--- src/design/hub75_timing_pkg.sv ---
package hub75_timing_pkg;

	localparam int CFG_W = 8;	// width of every timing config field

	// bcm sequencer, one pass of shift..disp per bit plane
	typedef enum logic [2:0] {
		BCM_IDLE = 3'd0,	// waiting for a row from scan
		BCM_SHIFT = 3'd1,	// shift running, then wait for blanking idle
		BCM_PRE = 3'd2,		// gap before latch
		BCM_LATCH = 3'd3,	// le high
		BCM_POST = 3'd4,	// gap after latch
		BCM_DISP = 3'd5		// blanking go issued
	} bcm_state_t;

endpackage

--- src/design/hub75_geom_pkg.sv ---
package hub75_geom_pkg;

	// default panel geometry, overridden through the top parameters

	localparam int N_BANKS_DEF = 2;		// rows driven in parallel
	localparam int N_ROWS_DEF = 4;		// rows per bank, power of two
	localparam int N_COLS_DEF = 8;		// pixels per shifted line
	localparam int N_CHANS_DEF = 3;		// r, g, b
	localparam int N_PLANES_DEF = 4;	// bcm bit planes per channel

	// pixel word is channel-major:
	// bit c*N_PLANES + p holds plane p of channel c

endpackage
--- src/design/hub75_fb_rd_if.sv ---
interface hub75_fb_rd_if #(
	parameter int N_BANKS = hub75_geom_pkg::N_BANKS_DEF,
	parameter int N_ROWS = hub75_geom_pkg::N_ROWS_DEF,
	parameter int N_COLS = hub75_geom_pkg::N_COLS_DEF,
	parameter int N_CHANS = hub75_geom_pkg::N_CHANS_DEF,
	parameter int N_PLANES = hub75_geom_pkg::N_PLANES_DEF
);

	localparam int ROW_W = (N_ROWS > 1) ? $clog2(N_ROWS) : 1;
	localparam int COL_W = (N_COLS > 1) ? $clog2(N_COLS) : 1;

	logic [ROW_W-1:0] row;							// row inside every bank
	logic [COL_W-1:0] column;
	logic rden;										// data follows one cycle later
	logic [N_BANKS*N_CHANS*N_PLANES-1:0] data;		// bank b at b*N_CHANS*N_PLANES

	modport reader (output row, output column, output rden, input data);
	modport mem (input row, input column, input rden, output data);

endinterface

--- src/design/hub75_top.sv ---
module hub75_top #(
	parameter int N_BANKS = hub75_geom_pkg::N_BANKS_DEF,
	parameter int N_ROWS = hub75_geom_pkg::N_ROWS_DEF,
	parameter int N_COLS = hub75_geom_pkg::N_COLS_DEF,
	parameter int N_CHANS = hub75_geom_pkg::N_CHANS_DEF,
	parameter int N_PLANES = hub75_geom_pkg::N_PLANES_DEF,
	localparam int BANK_W = (N_BANKS > 1) ? $clog2(N_BANKS) : 1,
	localparam int ROW_W = (N_ROWS > 1) ? $clog2(N_ROWS) : 1,
	localparam int COL_W = (N_COLS > 1) ? $clog2(N_COLS) : 1,
	localparam int PW = (N_PLANES > 1) ? $clog2(N_PLANES) : 1
) (
	input logic clk,
	input logic rst,
	input logic [BANK_W-1:0] fbw_bank,
	input logic [ROW_W-1:0] fbw_row,
	input logic [COL_W-1:0] fbw_col,
	input logic [N_CHANS*N_PLANES-1:0] fbw_data,
	input logic fbw_wren,
	input logic frame_swap,
	output logic frame_rdy,
	input logic [hub75_timing_pkg::CFG_W-1:0] cfg_pre_latch_len,
	input logic [hub75_timing_pkg::CFG_W-1:0] cfg_latch_len,
	input logic [hub75_timing_pkg::CFG_W-1:0] cfg_post_latch_len,
	input logic [hub75_timing_pkg::CFG_W-1:0] cfg_bcm_bit_len,
	output logic [ROW_W-1:0] hub75_addr,
	output logic [N_BANKS*N_CHANS-1:0] hub75_data,
	output logic hub75_clk,
	output logic hub75_le,
	output logic hub75_blank
);

	logic swap_pending;				// request seen, waiting for end of frame
	logic swap_fb;
	logic scan_go, scan_rdy;
	logic [ROW_W-1:0] bcm_row;
	logic bcm_go, bcm_rdy;
	logic [ROW_W-1:0] shift_row;
	logic [PW-1:0] shift_plane, blank_plane;
	logic shift_go, shift_rdy, blank_go, blank_rdy;

	hub75_fb_rd_if #(.N_BANKS(N_BANKS), .N_ROWS(N_ROWS), .N_COLS(N_COLS),
		.N_CHANS(N_CHANS), .N_PLANES(N_PLANES)) fb_rd ();

	always_ff @(posedge clk or posedge rst) begin
		if (rst) swap_pending <= 1'b0;
		else swap_pending <= (swap_pending & ~scan_rdy) | (frame_swap & ~swap_pending);
	end

	assign frame_rdy = ~swap_pending;
	assign swap_fb = swap_pending & scan_rdy;		// frame boundary
	assign scan_go = scan_rdy & ~swap_pending;		// hold scan until the swap lands

	hub75_framebuffer #(.N_BANKS(N_BANKS), .N_ROWS(N_ROWS), .N_COLS(N_COLS),
		.N_CHANS(N_CHANS), .N_PLANES(N_PLANES)) fb_i (
		.clk(clk), .rst(rst), .wr_bank(fbw_bank), .wr_row(fbw_row), .wr_col(fbw_col),
		.wr_data(fbw_data), .wr_en(fbw_wren), .frame_swap(swap_fb), .rd(fb_rd.mem));

	hub75_scan #(.N_ROWS(N_ROWS)) scan_i (
		.clk(clk), .rst(rst), .go(scan_go), .rdy(scan_rdy),
		.bcm_row(bcm_row), .bcm_go(bcm_go), .bcm_rdy(bcm_rdy));

	hub75_bcm #(.N_ROWS(N_ROWS), .N_PLANES(N_PLANES)) bcm_i (
		.clk(clk), .rst(rst), .go(bcm_go), .row(bcm_row), .rdy(bcm_rdy),
		.shift_row(shift_row), .shift_plane(shift_plane), .shift_go(shift_go),
		.shift_rdy(shift_rdy), .blank_plane(blank_plane), .blank_go(blank_go),
		.blank_rdy(blank_rdy), .cfg_pre_latch_len(cfg_pre_latch_len),
		.cfg_latch_len(cfg_latch_len), .cfg_post_latch_len(cfg_post_latch_len),
		.hub75_addr(hub75_addr), .hub75_le(hub75_le));

	hub75_shift #(.N_BANKS(N_BANKS), .N_ROWS(N_ROWS), .N_COLS(N_COLS),
		.N_CHANS(N_CHANS), .N_PLANES(N_PLANES)) shift_i (
		.clk(clk), .rst(rst), .go(shift_go), .row(shift_row), .plane(shift_plane),
		.rdy(shift_rdy), .fb(fb_rd.reader), .hub75_data(hub75_data),
		.hub75_clk(hub75_clk));

	hub75_blanking #(.N_PLANES(N_PLANES)) blank_i (
		.clk(clk), .rst(rst), .go(blank_go), .plane(blank_plane), .rdy(blank_rdy),
		.cfg_bcm_bit_len(cfg_bcm_bit_len), .hub75_blank(hub75_blank));

endmodule

--- src/design/hub75_blanking.sv ---
module hub75_blanking #(
	parameter int N_PLANES = hub75_geom_pkg::N_PLANES_DEF,
	localparam int PW = (N_PLANES > 1) ? $clog2(N_PLANES) : 1
) (
	input logic clk,
	input logic rst,
	input logic go,
	input logic [PW-1:0] plane,
	output logic rdy,
	input logic [hub75_timing_pkg::CFG_W-1:0] cfg_bcm_bit_len,
	output logic hub75_blank
);

	import hub75_timing_pkg::*;

	localparam int LEN_W = CFG_W + N_PLANES;	// room for bit_len << (N_PLANES-1)

	logic [LEN_W-1:0] len;
	logic [LEN_W-1:0] cnt;		// display cycles left

	assign len = {{N_PLANES{1'b0}}, cfg_bcm_bit_len} << plane;	// weight 2^plane
	assign rdy = (cnt == '0);

	always_ff @(posedge clk or posedge rst) begin
		if (rst) begin
			cnt <= '0;
			hub75_blank <= 1'b1;	// panel dark out of reset
		end else if (go) begin
			cnt <= len;
			hub75_blank <= (len == '0);
		end else if (cnt != '0) begin
			cnt <= cnt - 1'b1;
			if (cnt == LEN_W'(1)) hub75_blank <= 1'b1;	// back high with rdy
		end
	end

endmodule

--- src/design/hub75_shift.sv ---
module hub75_shift #(
	parameter int N_BANKS = hub75_geom_pkg::N_BANKS_DEF,
	parameter int N_ROWS = hub75_geom_pkg::N_ROWS_DEF,
	parameter int N_COLS = hub75_geom_pkg::N_COLS_DEF,
	parameter int N_CHANS = hub75_geom_pkg::N_CHANS_DEF,
	parameter int N_PLANES = hub75_geom_pkg::N_PLANES_DEF,
	localparam int ROW_W = (N_ROWS > 1) ? $clog2(N_ROWS) : 1,
	localparam int COL_W = (N_COLS > 1) ? $clog2(N_COLS) : 1,
	localparam int PW = (N_PLANES > 1) ? $clog2(N_PLANES) : 1,
	localparam int CW = $clog2(2 * N_COLS + 2)
) (
	input logic clk,
	input logic rst,
	input logic go,
	input logic [ROW_W-1:0] row,
	input logic [PW-1:0] plane,
	output logic rdy,
	hub75_fb_rd_if.reader fb,
	output logic [N_BANKS*N_CHANS-1:0] hub75_data,	// bank-major, then channel
	output logic hub75_clk
);

	logic active;
	logic [CW-1:0] cnt;			// two counts per column plus read latency
	logic [ROW_W-1:0] row_r;
	logic [PW-1:0] plane_r;
	logic odd;

	assign odd = cnt[0];
	assign rdy = ~active;
	assign fb.row = row_r;
	assign fb.column = cnt[COL_W:1];
	assign fb.rden = active && !odd && (cnt < CW'(2 * N_COLS));	// even counts read

	always_ff @(posedge clk or posedge rst) begin
		if (rst) begin
			active <= 1'b0;
			cnt <= '0;
			row_r <= '0;
			plane_r <= '0;
			hub75_data <= '0;
			hub75_clk <= 1'b0;
		end else begin
			if (go && !active) begin
				active <= 1'b1;
				cnt <= '0;
				row_r <= row;
				plane_r <= plane;
			end else if (active) begin
				cnt <= cnt + 1'b1;
				if (cnt == CW'(2 * N_COLS + 1)) active <= 1'b0;	// last clock pulse out
			end
			if (active && odd && (cnt < CW'(2 * N_COLS))) begin	// pixel arrived
				for (int i = 0; i < N_BANKS * N_CHANS; i++) begin
					hub75_data[i] <= fb.data[i*N_PLANES + int'(plane_r)];
				end
			end
			hub75_clk <= active && !odd && (cnt >= CW'(2));	// rise one cycle after data
		end
	end

endmodule

--- src/design/hub75_bcm.sv ---
module hub75_bcm #(
	parameter int N_ROWS = hub75_geom_pkg::N_ROWS_DEF,
	parameter int N_PLANES = hub75_geom_pkg::N_PLANES_DEF,
	localparam int ROW_W = (N_ROWS > 1) ? $clog2(N_ROWS) : 1,
	localparam int PW = (N_PLANES > 1) ? $clog2(N_PLANES) : 1
) (
	input logic clk,
	input logic rst,
	input logic go,
	input logic [ROW_W-1:0] row,
	output logic rdy,
	output logic [ROW_W-1:0] shift_row,
	output logic [PW-1:0] shift_plane,
	output logic shift_go,
	input logic shift_rdy,
	output logic [PW-1:0] blank_plane,
	output logic blank_go,
	input logic blank_rdy,
	input logic [hub75_timing_pkg::CFG_W-1:0] cfg_pre_latch_len,
	input logic [hub75_timing_pkg::CFG_W-1:0] cfg_latch_len,
	input logic [hub75_timing_pkg::CFG_W-1:0] cfg_post_latch_len,
	output logic [ROW_W-1:0] hub75_addr,
	output logic hub75_le
);

	import hub75_timing_pkg::*;

	bcm_state_t state;
	logic [ROW_W-1:0] row_r;
	logic [PW-1:0] plane;
	logic [CFG_W-1:0] cnt;			// shared by pre, latch and post gaps
	logic last_plane;

	assign last_plane = (plane == PW'(N_PLANES - 1));
	assign rdy = (state == BCM_IDLE);
	assign shift_row = row_r;
	assign shift_plane = plane;		// next plane already shifting while this one shows
	assign blank_plane = plane;

	always_ff @(posedge clk or posedge rst) begin
		if (rst) begin
			state <= BCM_IDLE;
			row_r <= '0;
			plane <= '0;
			cnt <= '0;
			shift_go <= 1'b0;
			blank_go <= 1'b0;
			hub75_addr <= '0;
			hub75_le <= 1'b0;
		end else begin
			shift_go <= 1'b0;		// go strobes last one cycle
			blank_go <= 1'b0;
			case (state)
				BCM_IDLE: if (go) begin
					row_r <= row;
					plane <= '0;
					shift_go <= 1'b1;
					state <= BCM_SHIFT;
				end
				BCM_SHIFT: if (!shift_go && shift_rdy && blank_rdy) begin	// skip go cycle
					cnt <= cfg_pre_latch_len;
					state <= BCM_PRE;
				end
				BCM_PRE: if (cnt == '0) begin
					hub75_le <= 1'b1;
					hub75_addr <= row_r;	// address moves with the latch
					cnt <= cfg_latch_len - CFG_W'(1);
					state <= BCM_LATCH;
				end else begin
					cnt <= cnt - 1'b1;
				end
				BCM_LATCH: if (cnt == '0) begin
					hub75_le <= 1'b0;
					cnt <= cfg_post_latch_len;
					state <= BCM_POST;
				end else begin
					cnt <= cnt - 1'b1;
				end
				BCM_POST: if (cnt == '0) begin
					blank_go <= 1'b1;		// blanking was idle, checked in shift
					state <= BCM_DISP;
				end else begin
					cnt <= cnt - 1'b1;
				end
				BCM_DISP: if (last_plane) begin
					state <= BCM_IDLE;		// row done, display still running
				end else begin
					plane <= plane + 1'b1;
					shift_go <= 1'b1;
					state <= BCM_SHIFT;
				end
				default: state <= BCM_IDLE;
			endcase
		end
	end

endmodule

--- src/design/hub75_scan.sv ---
module hub75_scan #(
	parameter int N_ROWS = hub75_geom_pkg::N_ROWS_DEF,
	localparam int ROW_W = (N_ROWS > 1) ? $clog2(N_ROWS) : 1
) (
	input logic clk,
	input logic rst,
	input logic go,					// start one full frame
	output logic rdy,
	output logic [ROW_W-1:0] bcm_row,
	output logic bcm_go,
	input logic bcm_rdy
);

	localparam logic [1:0] S_IDLE = 2'd0;
	localparam logic [1:0] S_GO = 2'd1;		// hand next row to bcm
	localparam logic [1:0] S_WAIT = 2'd2;	// bcm busy on the row

	logic [1:0] state;
	logic [ROW_W-1:0] row_cnt;
	logic last_row;

	assign last_row = (row_cnt == ROW_W'(N_ROWS - 1));
	assign rdy = (state == S_IDLE);
	assign bcm_row = row_cnt;
	assign bcm_go = (state == S_GO) && bcm_rdy;	// never while bcm is busy

	always_ff @(posedge clk or posedge rst) begin
		if (rst) begin
			state <= S_IDLE;
			row_cnt <= '0;
		end else begin
			case (state)
				S_IDLE: if (go) begin
					row_cnt <= '0;
					state <= S_GO;
				end
				S_GO: if (bcm_rdy) state <= S_WAIT;	// go leaves this cycle
				S_WAIT: if (bcm_rdy) begin			// low until the row is done
					if (last_row) begin
						state <= S_IDLE;
					end else begin
						row_cnt <= row_cnt + 1'b1;
						state <= S_GO;
					end
				end
				default: state <= S_IDLE;
			endcase
		end
	end

endmodule

--- src/design/hub75_framebuffer.sv ---
module hub75_framebuffer #(
	parameter int N_BANKS = hub75_geom_pkg::N_BANKS_DEF,
	parameter int N_ROWS = hub75_geom_pkg::N_ROWS_DEF,
	parameter int N_COLS = hub75_geom_pkg::N_COLS_DEF,
	parameter int N_CHANS = hub75_geom_pkg::N_CHANS_DEF,
	parameter int N_PLANES = hub75_geom_pkg::N_PLANES_DEF,
	localparam int BANK_W = (N_BANKS > 1) ? $clog2(N_BANKS) : 1,
	localparam int ROW_W = (N_ROWS > 1) ? $clog2(N_ROWS) : 1,
	localparam int COL_W = (N_COLS > 1) ? $clog2(N_COLS) : 1,
	localparam int PIX_W = N_CHANS * N_PLANES
) (
	input logic clk,
	input logic rst,
	input logic [BANK_W-1:0] wr_bank,
	input logic [ROW_W-1:0] wr_row,
	input logic [COL_W-1:0] wr_col,
	input logic [PIX_W-1:0] wr_data,
	input logic wr_en,
	input logic frame_swap,		// one cycle, only when scan is idle
	hub75_fb_rd_if.mem rd
);

	logic [PIX_W-1:0] mem [2][N_BANKS][N_ROWS][N_COLS];	// [frame][bank][row][col]
	logic front;										// frame shown on the panel
	logic back;

	assign back = ~front;

	always_ff @(posedge clk or posedge rst) begin
		if (rst) begin
			front <= 1'b0;
		end else if (frame_swap) begin
			front <= ~front;			// back becomes visible
		end
	end

	// writer only ever sees the back frame
	always_ff @(posedge clk) begin
		if (wr_en) begin
			mem[back][wr_bank][wr_row][wr_col] <= wr_data;
		end
	end

	// all banks read together, one pixel word each
	always_ff @(posedge clk) begin
		if (rd.rden) begin
			for (int b = 0; b < N_BANKS; b++) begin
				rd.data[b*PIX_W +: PIX_W] <= mem[front][b][rd.row][rd.column];
			end
		end
	end

endmodule

--- config.mk ---
export PLATFORM = sky130hd
export DESIGN_NAME = hub75_top
export DESIGN_NICKNAME = d
export VERILOG_FILES = /design/src/design/hub75_timing_pkg.sv /design/src/design/hub75_geom_pkg.sv /design/src/design/hub75_fb_rd_if.sv /design/src/design/hub75_top.sv /design/src/design/hub75_blanking.sv /design/src/design/hub75_shift.sv /design/src/design/hub75_bcm.sv /design/src/design/hub75_scan.sv /design/src/design/hub75_framebuffer.sv
export SDC_FILE = /design/constraint.sdc
export NUM_CORES = 1
export LEC_CHECK = 0
export BUFFER_PORTS_ARGS = -buffer_cell sky130_fd_sc_hd__buf_4
export CAP_MARGIN = 15
export CELL_PAD_IN_SITES_DETAIL_PLACEMENT = 1
export CELL_PAD_IN_SITES_GLOBAL_PLACEMENT = 1
export CORE_ASPECT_RATIO = 0.9
export CORE_MARGIN = 2
export CORE_UTILIZATION = 49
export CTS_CLUSTER_DIAMETER = 80
export CTS_CLUSTER_SIZE = 30
export DETAILED_ROUTE_END_ITERATION = 10
export GPL_TIMING_DRIVEN = 0
export HOLD_SLACK_MARGIN = 0.15
export MAX_ROUTING_LAYER = met4
export PLACE_DENSITY_LB_ADDON = 0.1
export RECOVER_POWER = 25
export SLEW_MARGIN = 20
export SYNTH_ARGS = -nofsm -noshare
export SYNTH_HDL_FRONTEND = slang
export SYNTH_SLANG_ARGS = --single-unit
--- constraint.sdc ---
create_clock -name clk -period 5.5 [get_ports clk]
set_input_delay 1.1 -clock clk [delete_from_list [all_inputs] [get_ports clk]]
set_output_delay 1.1 -clock clk [all_outputs]
set_load 0.005 [all_outputs]
# Word level (Yosys, flattened, before mapping)
# Memory sizes are Yosys's and may differ from the RTL's.
# Cells that the tools add are included.
[classes] n_addsub=11 order_cmp=16 n_eq_ne=22 n_shift=1 mux=79 n_bitwise=14 n_reduce_logical=37
[op_table] cell="two-way mux 768 bit" n=1
[op_table] cell="two-way mux 96 bit" n=5
[op_table] cell="binary-select mux 96 bit (select 2 bit)" n=2
[op_table] cell="demux 384 bit (select 1 bit)" n=1
[op_table] cell="two-way mux 384 bit" n=1
[op_table] cell="demux 96 bit (select 2 bit)" n=1
[op_table] cell="< comparator 32 x 7 -> 1 bit (second input constant)" n=5
[op_table] cell="two-way mux 12 bit" n=7
[op_table] cell="binary-select mux 12 bit (select 3 bit)" n=2
[op_table] cell="demux 12 bit (select 3 bit)" n=1
[op_table] cell="two-way mux 8 bit" n=4
[op_table] cell="one-hot mux 8 bit (4 select lines)" n=1
[op_table] cell="two-way mux 1 bit" n=26
[op_table] cell="binary-select mux 1 bit (select 5 bit)" n=5
[op_table] cell="logical NOT 12 bit" n=2
[op_table] cell="one-hot mux 3 bit (6 select lines)" n=1
[op_table] cell="two-way mux 2 bit" n=8
[op_table] cell="subtractor 8 x 1 -> 8 bit (second input constant)" n=2
[op_table] cell="two-way mux 3 bit" n=5
[op_table] cell="adder 5 x 2 -> 6 bit (first input constant)" n=2
[op_table] cell="== test 12 x 1 -> 1 bit (second input constant)" n=1
[op_table] cell="logical AND 1 bit" n=12
[op_table] cell="!= test 2 x 1 -> 1 bit (second input constant)" n=6
[op_table] cell="AND reduction 3 bit" n=4
[op_table] cell="other kinds (43)" n=75
[word_totals] regBits=80 ram_bits=1536 in_bits=54 out_inout_bits=12 elab_cells=202 memories=1
[memory_table] name="fb_i.mem" words=2 width=768 read_ports=1 rd_clocked_by_memory_dff=0 write_ports=1 line_no="hub75_framebuffer.sv:23" source="logic [PIX_W-1:0] mem [2][N_BANKS][N_ROWS][N_COLS];"

# Longest topological paths before layout
# Gate-level depths: netlist of run 1.
[depth] word_depth=10 ltp_mapped=10 ltp_nobuf=7

# By module
# A second synthesis of run 1 with hierarchy kept.
[hier_totals] hier_cells=3181 area_unflattened_um2=63891.3
[modules_own_cells] mod="hub75_framebuffer" instances=1 cells_per_inst=2781 area_each_um2=60141.4 seq_area_each_um2=46870.0
[modules_own_cells] mod="hub75_bcm" instances=1 cells_per_inst=181 area_each_um2=1500.2 seq_area_each_um2=500.5
[modules_own_cells] mod="hub75_blanking" instances=1 cells_per_inst=120 area_each_um2=1061.0 seq_area_each_um2=326.6
[modules_own_cells] mod="hub75_shift" instances=1 cells_per_inst=69 area_each_um2=888.4 seq_area_each_um2=425.4
[modules_own_cells] mod="hub75_scan" instances=1 cells_per_inst=23 area_each_um2=244.0 seq_area_each_um2=100.1
[modules_own_cells] mod="hub75_top" instances=1 cells_per_inst=7 area_each_um2=56.3 seq_area_each_um2=25.0

# Worst setup path after synthesis of run 1
# OpenSTA, ideal clock, no wires.
[synth_timing] kind="input-to-reg" start="in fbw_col[2]" end="mem fb_i.mem[1][36] in the netlist's numbering (enable)" arrival_time_ns=2.668 path_slack_ns=2.451 cell_stages=5 cell_sequence="clkbuf_1 > or3b_2 > buf_1 > clkbuf_1 > nor2_1"
[synth_between] elab_chain_len=10
[synth_rtl] item="from (decl)" line_no="hub75_top.sv:16" source="input logic [COL_W-1:0] fbw_col,"
[synth_rtl] item="inverter 3 -> 4 bit (implied by the code) *" line_no="hub75_framebuffer.sv:40" source="mem[back][wr_bank][wr_row][wr_col] <= wr_data;"
[synth_rtl] item="greater-or-equal comparator 4 bit (implied by the code) / < comparator 4 x 1 -> 1 bit (equally long branches)" line_no="hub75_framebuffer.sv:40"
[synth_rtl] item="logical AND 1 bit (implied by the code)" line_no="hub75_framebuffer.sv:40"
[synth_rtl] item="two-way mux 12 bit (implied by the code)" line_no="hub75_framebuffer.sv:40"
[synth_rtl] item="demux 12 bit (select 3 bit) *" line_no="hub75_framebuffer.sv:40"
[synth_rtl] item="two-way mux 96 bit (implied by the code) *" line_no="hub75_framebuffer.sv:40"
[synth_rtl] item="demux 96 bit (select 2 bit) *" line_no="hub75_framebuffer.sv:40"
[synth_rtl] item="two-way mux 384 bit (implied by the code) *" line_no="hub75_framebuffer.sv:40"
[synth_rtl] item="demux 384 bit (select 1 bit) *" line_no="hub75_framebuffer.sv:40"
[synth_rtl] item="two-way mux 768 bit (implied by the code) *" line_no="hub75_framebuffer.sv:40"
[synth_rtl] item="to (decl)" line_no="hub75_framebuffer.sv:23"
# Every way passes the cells marked *; elsewhere a longest branch is shown, timed or not.

# Final worst setup path of run 1
[layout_timing] start="reg fb_i.front" end="mem fb_i.mem[0][546] in the netlist's numbering (enable)"
[layout_between] elab_chain_len=1
[layout_rtl] item="from (decl)" line_no="hub75_framebuffer.sv:24" source="logic front;"
[layout_rtl] item="from (signal assigned)" line_no="hub75_framebuffer.sv:33" source="front <= ~front;"
[layout_rtl] item="inverter 1 bit" line_no="hub75_framebuffer.sv:27" source="assign back = ~front;"
# No other way between the ends.

==> results.toml, run 1 <==
[global_route]
gr-total-overflow = 0
grt_pass1_vias = 33200
grt_usage_pct = 31.1
grt_max_degree = 129
grt_pass1_wl_um = 271000
antenna_found_initial = 10

[outcome]
status = "finished, violations left"
violations = "max-capacitance violations, max-slew violations"

[timing]
fin_crit_sh_pct = 86.6
rsz0062_at_grt = "false"
clock_skew_ns = 0.0336
slew_violations = 988
fmax_mhz = 210
hold_violations = 0
maxSlewHeadroom_pct = -72.3
layout_setup_ws_ns = 0.736
tns_ns = 0
setup_viol_count_final = 0
worst_slew_pin_slew_ns = 2.58
fin_crit_ns = 4.76

[clock_network]
htree_levels = 3
cts_max_path_buffers = 3
post_cts_buffers = 0
cts_num_sinks = 1616
numCtsBuffers = 70
cts_root_buf = "clkbuf_16"
clk_latency_ns = 0.72
cts_resized = 0
clkTransAtPathRegs_ns = 0.10
cts_hold_buf = 0
cts_tree = "built"

[critical_path]
crit_arrival_ns = 5.10
crit_path_end_kind = "flop"
worstPathRequired_ns = 5.84
crit_type = "reg -> reg"
critPathLaunchType = "flop"
cp_max_fo = 12

[logic_synthesis]
netlist_area_mm2 = 0.0631
yosysTopAreaCell = "edfxtp_1"
synthesis.nets = 3106
seq_area_frac_synth_pct = 76.4
yosysMostFrequentCell = "edfxtp_1"
synth-main-ff-cell = "edfxtp_1"
synthTopCellsByCount = "edfxtp_1, mux4_2, nor2_1"
async_reset_ff_share_pct = 3.47
synth_area_leaders = "edfxtp_1, mux4_2, dfrtp_1, mux2i_1, nor2_1"
avgSynthCellArea_um2 = 20.7
synth_edf_count = 1560
syn_inst = 3042
yosysUniqueCellTypes = 67
synth_top_area_share_pct = 74.2
synth_seq_cells = 1616
ys_warn_count = 0

[place]
io_buffers = 62
place_ws_ns = 0.831
placed_cell_area_mm2 = 0.0663
place_congestion = 0.982
dp_hpwl_um = 128000

[power_and_ir_drop]
pwr-share-seq_pct = 51.5
clock_power_share_pct = 24.2
intPower_mw = 18.8
vdd_drop_max_mv = 0.262
combinationalPowerShare_pct = 24.3
power.density_mw_per_mm2 = 395
p_switching_mw = 8.22
p_sw_share_pct = 30.4
power.leakage_nw = 20.8

[floorplanning]
die_w_um = 382
std_cell_rows = 124
dieArea_mm2 = 0.132
die_y_um = 344
io-pin-count = 66
core-area_mm2 = 0.127
initial_core_util_pct = 49.5

[layout]
final_cell_area_mm2 = 0.0684
n_fill_cell = 11000
final_nets = 3257
syn2layout_area_growth_pct = 8.41
drive_above_1_share_pct = 25.1

[routing]
wire_per_inst_um = 39.8
vias_per_cell = 6.65
antenna_left = 0
drc_errors = 0
drtPass1Iterations = 5
drtIter0Drc = 4791
drt_wl_total_um = 196000
num_vias = 32800

[hold_path]
hp-class = "in -> async"

[run]
cap_violations = 16
per-stage QoR:
step | instances | power [mW] | utilization [%] | hold slack, ns
5_1_grt | 4928 | 27.6 | 53.7 | 0.456
3_3_place_gp | 4805 | 20.5 | 51.6 | 0.465
2_1_floorplan | 3042 | 17.8 | - | 0.473
3_5_place_dp | 4815 | 20.7 | 52.0 | 0.482
4_1_cts | 4919 | 27.0 | 53.7 | 0.267
6_report | 4930 | 27.0 | 53.7 | 0.442
cell type report:
class | count | area [um^2] | share of cell area [%]
inverter | 16 | 61.3 | 0.0896
clock inverter | 21 | 294 | 0.430
multi-input combinational | 1235 | 14300 | 20.9
tap | 1701 | 2130 | 3.11
timing repair buffer | 79 | 623 | 0.911
buffer | 175 | 907 | 1.33
clock buffer | 83 | 1880 | 2.75
sequential | 1616 | 48200 | 70.5
antenna | 4 | 10.0 | 0.0146
worst max-delay path, cell delays in order (launching register included):
cell,delay (ns)
dfrtp_1,0.44
clkbuf_2,0.20
buf_4,0.30
buf_4,0.33
buf_4,0.38
buf_2,0.41
nand2_1,0.08
nor2_1,0.32
nand2_1,0.82
nor2_2,1.05
sequential cells by signal, indices dropped and copies added, names as in the netlist, 3 cells and up:
name and cells:
bcm_i.cnt 8, blank_i.cnt 12, fb_i.rd.data 24, bcm_i.state 3
shift_i.cnt 5, shift_i.hub75_data 6, fb_i.mem 1536
metal layers:
layer	track usage, %	share of wire [%]
met5	-	0
met4	10.6	4.1
met3	6.21	9.7
met2	46.3	46
met1	43.4	40
layout by cell type (no fill, tap or decap), types with 10 or more instances in the layout:
master / count
dfrtp_1: 55
buf_1: 16
o31ai_1: 12
inv_1: 13
o21ai_0: 51
mux2i_1: 75
buf_4: 81
buf_2: 43
edfxtp_1: 1560
or4_1: 13
a31oi_1: 12
a22oi_1: 90
nor2b_1: 16
ha_1: 10
nor2_2: 129
clkbuf_2: 14
nand3_1: 22
nor3_1: 20
mux2_2: 25
nand2_1: 92
mux4_2: 382
clkbuf_1: 85
clkbuf_16: 73
buf_6: 13
xnor2_1: 10
a211oi_1: 10
a21oi_1: 65
nor2_1: 57
a221oi_1: 27
nand2b_1: 12
cell families (layout without fill, tap and decap cells):
family | after synthesis | in the layout | share of synthesized area, %
other cells | 0 | 4 | 0
xor+xnor | 17 | 17 | 0.236
fa+ha+maj | 10 | 10 | 0.198
buf+inv | 191 | 374 | 1.51
compound gates | 313 | 313 | 3.35
flops | 1616 | 1616 | 76.4
simple gates | 413 | 413 | 2.99
mux | 482 | 482 | 15.3
worst paths after layout:
check | startpoint | depth (start not counted) | to | slack, ns
min in group clk | bcm_i.hub75_le$_DFFE_PP0P_ | 1 | bcm_i.hub75_le$_DFFE_PP0P_ | 0.50
hold reg to reg | bcm_i.hub75_le$_DFFE_PP0P_ | 1 | bcm_i.hub75_le$_DFFE_PP0P_ | 0.50
setup / recovery | fb_i.front$_DFFE_PP0P_ | 9 | fb_i.mem[0][546]$_DFFE_PP_ | 0.74
hold / removal | rst | 2 | bcm_i.cnt[6]$_DFFE_PP0P_ | 0.44
setup reg to reg | fb_i.front$_DFFE_PP0P_ | 9 | fb_i.mem[0][546]$_DFFE_PP_ | 0.74
max in group asynchronous | rst | 3 | blank_i.cnt[6]$_DFFE_PP0P_ | 2.27
power groups by stage:
stage          logic [mW]  registers, mW  clock network, mW
2_1_floorplan        3.71           14.1                  0
3_3_place_gp         6.36           14.2                  0
3_5_place_dp         6.52           14.2                  0
4_1_cts              6.53           13.9               6.62
5_1_grt              6.76           13.9               6.93
6_report             6.57           13.9               6.56
(Power assumes the default switching activity.)
==> inputs of run 2 (changes only) <==
--- a/config.mk
+++ b/config.mk
@@ -11,7 +11,7 @@
 export CELL_PAD_IN_SITES_GLOBAL_PLACEMENT = 1
 export CORE_ASPECT_RATIO = 0.9
 export CORE_MARGIN = 2
-export CORE_UTILIZATION = 49
+export CORE_UTILIZATION = 37
 export CTS_CLUSTER_DIAMETER = 80
 export CTS_CLUSTER_SIZE = 30
 export DETAILED_ROUTE_END_ITERATION = 10
@@ -20,6 +20,7 @@
 export MAX_ROUTING_LAYER = met4
 export PLACE_DENSITY_LB_ADDON = 0.1
 export RECOVER_POWER = 25
+export REMOVE_ABC_BUFFERS = 1
 export SLEW_MARGIN = 20
 export SYNTH_ARGS = -nofsm -noshare
 export SYNTH_HDL_FRONTEND = slang
==> run 2 against run 1 <==
Effect of this change: the flow still finishes with violations (max-capacitance violations, max-slew violations); worst hold slack better by 0.030 ns; via count is 9.3% lower; worst setup slack gained 0.24 ns; combinational power is 11% lower; sequential power hardly changed; non-clock buffer count fell by 134; wire length down 15%; critical endpoint is now fb_i.mem[0][60]$_DFFE_PP_; largest cell class unchanged; largest power group unchanged; highest routed layer unchanged.
==> results.toml, run 2 (synthesized netlist as in run 1, its figures left out) <==
[outcome]
status = "finished, violations left"
violations = "max-capacitance violations, max-slew violations"

[timing]
tns_ns = 0
fin_crit_sh_pct = 82.3
holdWs_ns = 0.473
fin_crit_ns = 4.53
hold_violations = 0
worst_slew_pin_slew_ns = 3.12
maxSlewHeadroom_pct = -108
fmax_mhz = 221
rsz0062_at_grt = "false"
setup_viol_count_final = 0
slew_violations = 1356
clock_skew_ns = 0.0364

[clock_network]
cts_tree = "built"
cts_resized = 0
numCtsBuffers = 75
clk_latency_ns = 0.72
cts_num_sinks = 1616
cts_hold_buf = 0
cts_root_buf = "clkbuf_16"
htree_levels = 3
clkTransAtPathRegs_ns = 0.11
cts_max_path_buffers = 3
post_cts_buffers = 0

[place]
dp.cells = 5227
dp_hpwl_um = 101000
io_buffers = 65
placed_cell_area_mm2 = 0.0670
place_congestion = 0.780

[layout]
stdcell_count = 5368
regMostFlops = "fb_i.mem"
post-route-util_pct = 41.2
final_nets = 3128
final_cell_area_mm2 = 0.0696
mostFrequentLayoutCell = "edfxtp_1"
drive_above_1_share_pct = 25.6
largest_register_ffs = 1536
reg_top3 = "fb_i.mem: 1536 flops, fb_i.rd.data: 24 flops, blank_i.cnt: 12 flops"
mostFrequentLayoutCells = "edfxtp_1, mux4_2, nor2_2, nand2_1, a22oi_1"
n_fill_cell = 15700
syn2layout_area_growth_pct = 10.3

[critical_path]
critical-path-slowest-cell = "clkbuf_1"
ff2ff_path_depth = 9
crit-reg2reg-launch = "fb_i.front$_DFFE_PP0P_"
path_cells = "clkbuf_1, clkbuf_2"
crit_arrival_ns = 4.75
slowest_delay_ns = 1.88
crit_type = "in -> reg"
r2r_end = "fb_i.rd.data[0]$_DFFE_PP_"
reg2reg_slack_ns = 1.19
critPathLaunchType = "input port"
cp_max_fo = 75
critPathBufInv = 2
crit_path_end_kind = "flop"
worstPathRequired_ns = 5.72
crit_family = "buffers and inverters"

[routing]
drtIter0Drc = 2476
num_vias = 29700
dr_wl_met3_um = 6780
antenna_left = 0
wl_met1_um = 72400
drtPass1Iterations = 5
wl_met2_um = 83600
drt_wl_total_um = 167000
highest_layer = "met4"
wire_per_inst_um = 31.1
drc_errors = 0
vias_per_cell = 5.54

[power_and_ir_drop]
power.density_mw_per_mm2 = 389
power.leakage_nw = 20.9
vdd_drop_max_mv = 0.261

[global_route]
grt_usage_pct = 19.7
gr-total-overflow = 0
antenna_found_initial = 5
grt_pass1_vias = 31600
grt_max_degree = 129
grt_pass1_wl_um = 238000

[run]
cap_violations = 18

[floorplanning]
std_cell_rows = 143
initial_core_util_pct = 37.3
io-pin-count = 66
core-area_mm2 = 0.169
die_y_um = 396
die_w_um = 439
dieArea_mm2 = 0.174

[hold_path]
hp-class = "in -> async"
run 2: how the worst max path moves through the flow:
stage,from,endpoint,slack [ns],cells after the start
finish,fbw_data[0],fb_i.mem[0][60]$_DFFE_PP_,0.97,2
floorplan,fb_i.front$_DFFE_PP0P_,fb_i.rd.data[18]$_DFFE_PP_,-10.85,4
CTS,fb_i.front$_DFFE_PP0P_,fb_i.mem[0][446]$_DFFE_PP_,1.08,6
detailed placement,fb_i.front$_DFFE_PP0P_,fb_i.mem[0][444]$_DFFE_PP_,1.09,6
global route,fbw_data[0],fb_i.mem[0][192]$_DFFE_PP_,0.56,2
global placement,fb_i.front$_DFFE_PP0P_,fb_i.rd.data[14]$_DFFE_PP_,-22.07,4
run 2: routing by layer:
metal | vias to the layer above | global-route usage [%]
li1 | 12600 | -
met1 | 16300 | 26.6
met2 | 606 | 32.3
met3 | 160 | 2.50
met4 | 0 | 4.17
met5 | - | -
run 2: through the flow:
stage / worst slack, ns / power [mW]
after global placement: -22.07 / 18.2
after floorplan: -10.85 / 16.8
after global routing: 0.556 / 28.0
after CTS: 1.08 / 27.4
after detailed placement: 1.09 / 20.3
final: 0.973 / 27.1
run 2: final cells by class:
type	count	area [um^2]	area share, %
flip-flops and latches	1616	48300	69.3
multi-input cells	1235	14300	20.5
well taps	2247	2810	4.04
clock buffers	84	1970	2.83
repair buffers	120	1590	2.28
clock inverters	48	644	0.925
inverters	16	68.8	0.0988
diodes	2	5.00	0.00719
run 2: power breakdown:
group	switching [mW]	internal, mW	total (mW)
registers	0.259	13.8	14.0
clock network	4.10	3.09	7.19
logic	3.28	2.56	5.85
==> inputs of run 3 (changes only) <==
--- a/config.mk
+++ b/config.mk
@@ -5,6 +5,7 @@
 export SDC_FILE = /design/constraint.sdc
 export NUM_CORES = 1
 export LEC_CHECK = 0
+export ABC_AREA = 1
 export BUFFER_PORTS_ARGS = -buffer_cell sky130_fd_sc_hd__buf_4
 export CAP_MARGIN = 15
 export CELL_PAD_IN_SITES_DETAIL_PLACEMENT = 1
==> constraint.sdc (replaced) <==
create_clock -name clk -period 3.6 [get_ports clk]
set_input_delay 0.72 -clock clk [delete_from_list [all_inputs] [get_ports clk]]
set_output_delay 0.72 -clock clk [all_outputs]
set_load 0.005 [all_outputs]
==> run 3 against run 2 <==
Effect of this change: the flow still finishes with violations (max-capacitance violations, max-slew violations); register-to-register slack lost 1.1 ns; worst hold slack lost 0.18 ns; clock-buffer cell count increased by 16; sequential cell count unchanged; sequential power rose by 57%; first-iteration DRC count rose by 36%; power increased by 110%; utilization rose by 0.83 points; largest cell class unchanged.
==> results.toml, run 3 <==
[outcome]
status = "finished, violations left"
violations = "max-capacitance violations, max-slew violations"

[routing]
drtIter0Drc = 3359
drtPass1Iterations = 5
num_vias = 44700
wire_per_inst_um = 24.2
drt_wl_total_um = 207000
vias_per_cell = 5.23
antenna_left = 0
drc_errors = 0

[place]
dp.cells = 8320
io_buffers = 65
place_congestion = 0.785
place_ws_ns = -1.35
dp_hpwl_um = 120000

[hold_path]
hp-class = "in -> reg"

[global_route]
grt_max_degree = 97
grt_usage_pct = 22.8
grt_pass1_vias = 45000
grt_pass1_wl_um = 305000
antenna_found_initial = 5
gr-total-overflow = 0

[logic_synthesis]
synth_simple_gate_area_share_pct = 22.5
seq_area_frac_synth_pct = 71.6
synth_edf_count = 1560
synth-main-ff-cell = "edfxtp_1"
netlist_area_mm2 = 0.0674
yosysMostFrequentCell = "nand2_1"
synth_top_family_by_area = "simple AND/OR/NAND/NOR gates"
synth_top_area_share_pct = 69.5
avgSynthCellArea_um2 = 11.0
yosysTopAreaCell = "edfxtp_1"
synth_area_leaders = "edfxtp_1, nand2_1, nand3_1, nor2_1, dfrtp_1"
synthTopCellsByCount = "nand2_1, edfxtp_1, nand3_1"
async_reset_ff_share_pct = 3.47
synthXorXnorAreaFrac_pct = 0.143
synth_seq_cells = 1616
yosysUniqueCellTypes = 36
synthMuxAreaShare_pct = 0
ys_warn_count = 0
syn_inst = 6127
synth-compound-area-share_pct = 2.04
synth_fa_ha_area_share_pct = 0.186

[floorplanning]
die_w_um = 454
dieArea_mm2 = 0.186
initial_core_util_pct = 37.2
std_cell_rows = 148
die_y_um = 409
io-pin-count = 66
core-area_mm2 = 0.181

[critical_path]
crit_path_end_kind = "flop"
crit_arrival_ns = 4.10
cp_max_fo = 46
critPathLaunchType = "flop"
crit_type = "reg -> reg"
worstPathRequired_ns = 4.23

[layout]
n_fill_cell = 19200
reg_top3 = "fb_i.mem: 1536 flops, fb_i.rd.data: 24 flops, blank_i.cnt: 12 flops"
mostFrequentLayoutCell = "nand2_1"
mostFrequentLayoutCells = "nand2_1, edfxtp_1, nand3_1, nor2_1, o21ai_0"
multi_input_area_mm2 = 0.0171
final_nets = 6108
largest_register_ffs = 1536
stdcell_count = 8533
drive_above_1_share_pct = 8.23
regMostFlops = "fb_i.mem"
seqCellArea_mm2 = 0.0483
syn2layout_area_growth_pct = 12.8

[clock_network]
cts_root_buf = "clkbuf_16"
clk_latency_ns = 0.78
clkTransAtPathRegs_ns = 0.09
cts_num_sinks = 1616
cts_max_path_buffers = 3
cts_tree = "built"
numCtsBuffers = 97
htree_levels = 3

[timing]
fin_crit_sh_pct = 96.4
maxSlewHeadroom_pct = -141
hold_violations = 0
slew_violations = 712
fin_crit_ns = 3.47
setup_viol_count_final = 0
layout_setup_ws_ns = 0.129
fmax_mhz = 288
clock_skew_ns = 0.0408
tns_ns = 0
worst_slew_pin_slew_ns = 3.62

[power_and_ir_drop]
vdd_drop_max_mv = 0.606
power.density_mw_per_mm2 = 764
power.leakage_nw = 27.7

[run]
cap_violations = 13
## run 3: power breakdown
part / switching [mW] / total [mW] / internal, mW
sequential: 0.691 / 22.0 / 21.3
clock: 7.87 / 13.7 / 5.82
combinational: 15.5 / 22.4 / 6.93
## run 3: worst max-delay path: stages (launching register included)
cell	delay, ns
dfrtp_4	0.52
buf_16	0.19
buf_16	0.18
buf_16	0.19
inv_16	0.19
buf_16	0.22
buf_16	0.22
buf_16	0.22
buf_16	0.24
nand2_1	0.09
nand3_1	0.10
nand3_1	0.11
nand2_1	0.08
nand2_1	0.05
nand3_1	0.22
nand3_2	0.19
nand2_1	0.11
## run 3: layer usage
metal / part of all wire, % / vias up / track usage (%)
met5: 0 / - / -
met4: 2.1 / 0 / 4.88
met3: 3.1 / 204 / 2.12
met2: 47 / 665 / 35.7
met1: 48 / 22900 / 32.3
li1: - / 20900 / -
## run 3: cells by family (layout without fill, tap and decap cells)
| group | after synthesis | in the layout |
|---|---|---|
| buf+inv | 560 | 560 |
| xor+xnor | 11 | 11 |
| compound gates | 266 | 266 |
| flops | 1616 | 1616 |
| other cells | 0 | 6 |
| simple gates | 3664 | 3664 |
| fa+ha+maj | 10 | 10 |
## run 3: cell type report
class | count | area share [%]
clock buffers | 100 | 3.21
flip-flops and latches | 1616 | 63.5
repair inverters | 1 | 0.0115
multi-input cells | 3951 | 22.5
clock inverters | 82 | 1.70
inverters | 198 | 1.04
repair buffers | 179 | 4.03
well taps | 2400 | 3.95
diodes | 6 | 0.0198
## run 3: metrics by stage
step / utilization [%] / hold slack (ns) / total power, mW / cell area [um^2]
after floorplan: - / 0.449 / 30.0 / 65700
after global placement: 38.3 / 0.471 / 31.7 / 69200
after detailed placement: 39.6 / 0.470 / 43.6 / 71700
after CTS: 42.0 / 0.228 / 58.6 / 76100
after global routing: 42.0 / 0.269 / 61.4 / 76000
final: 42.0 / 0.290 / 58.1 / 76000
## run 3: repair_timing
action | CTS | global route
gates resized for setup | 5 | 3
setup endpoints to repair | 748 | 22
endpoints found under the hold margin | 22 | 0
gates cloned | 20 | 3
buffers inserted | 0 | 1
hold buffers | 2 | 0
## run 3: path summary, 6_finish.rpt
| path | slack [ns] | from | to | depth (start not counted) |
|---|---|---|---|---|
| max reg2reg | 0.13 | fb_i.front$_DFFE_PP0P_ | fb_i.rd.data[22]$_DFFE_PP_ | 16 |
| min in group asynchronous | 0.86 | rst | scan_i.bcm_row[0]$_DFFE_PP0P_ | 3 |
| max | 0.13 | fb_i.front$_DFFE_PP0P_ | fb_i.rd.data[22]$_DFFE_PP_ | 16 |
| min | 0.29 | cfg_pre_latch_len[2] | bcm_i.cnt[2]$_DFFE_PP0P_ | 4 |
| max in group asynchronous | 1.85 | rst | blank_i.hub75_blank$_DFFE_PP1P_ | 4 |
| min reg2reg | 0.50 | bcm_i.cnt[0]$_DFFE_PP0P_ | bcm_i.cnt[0]$_DFFE_PP0P_ | 2 |
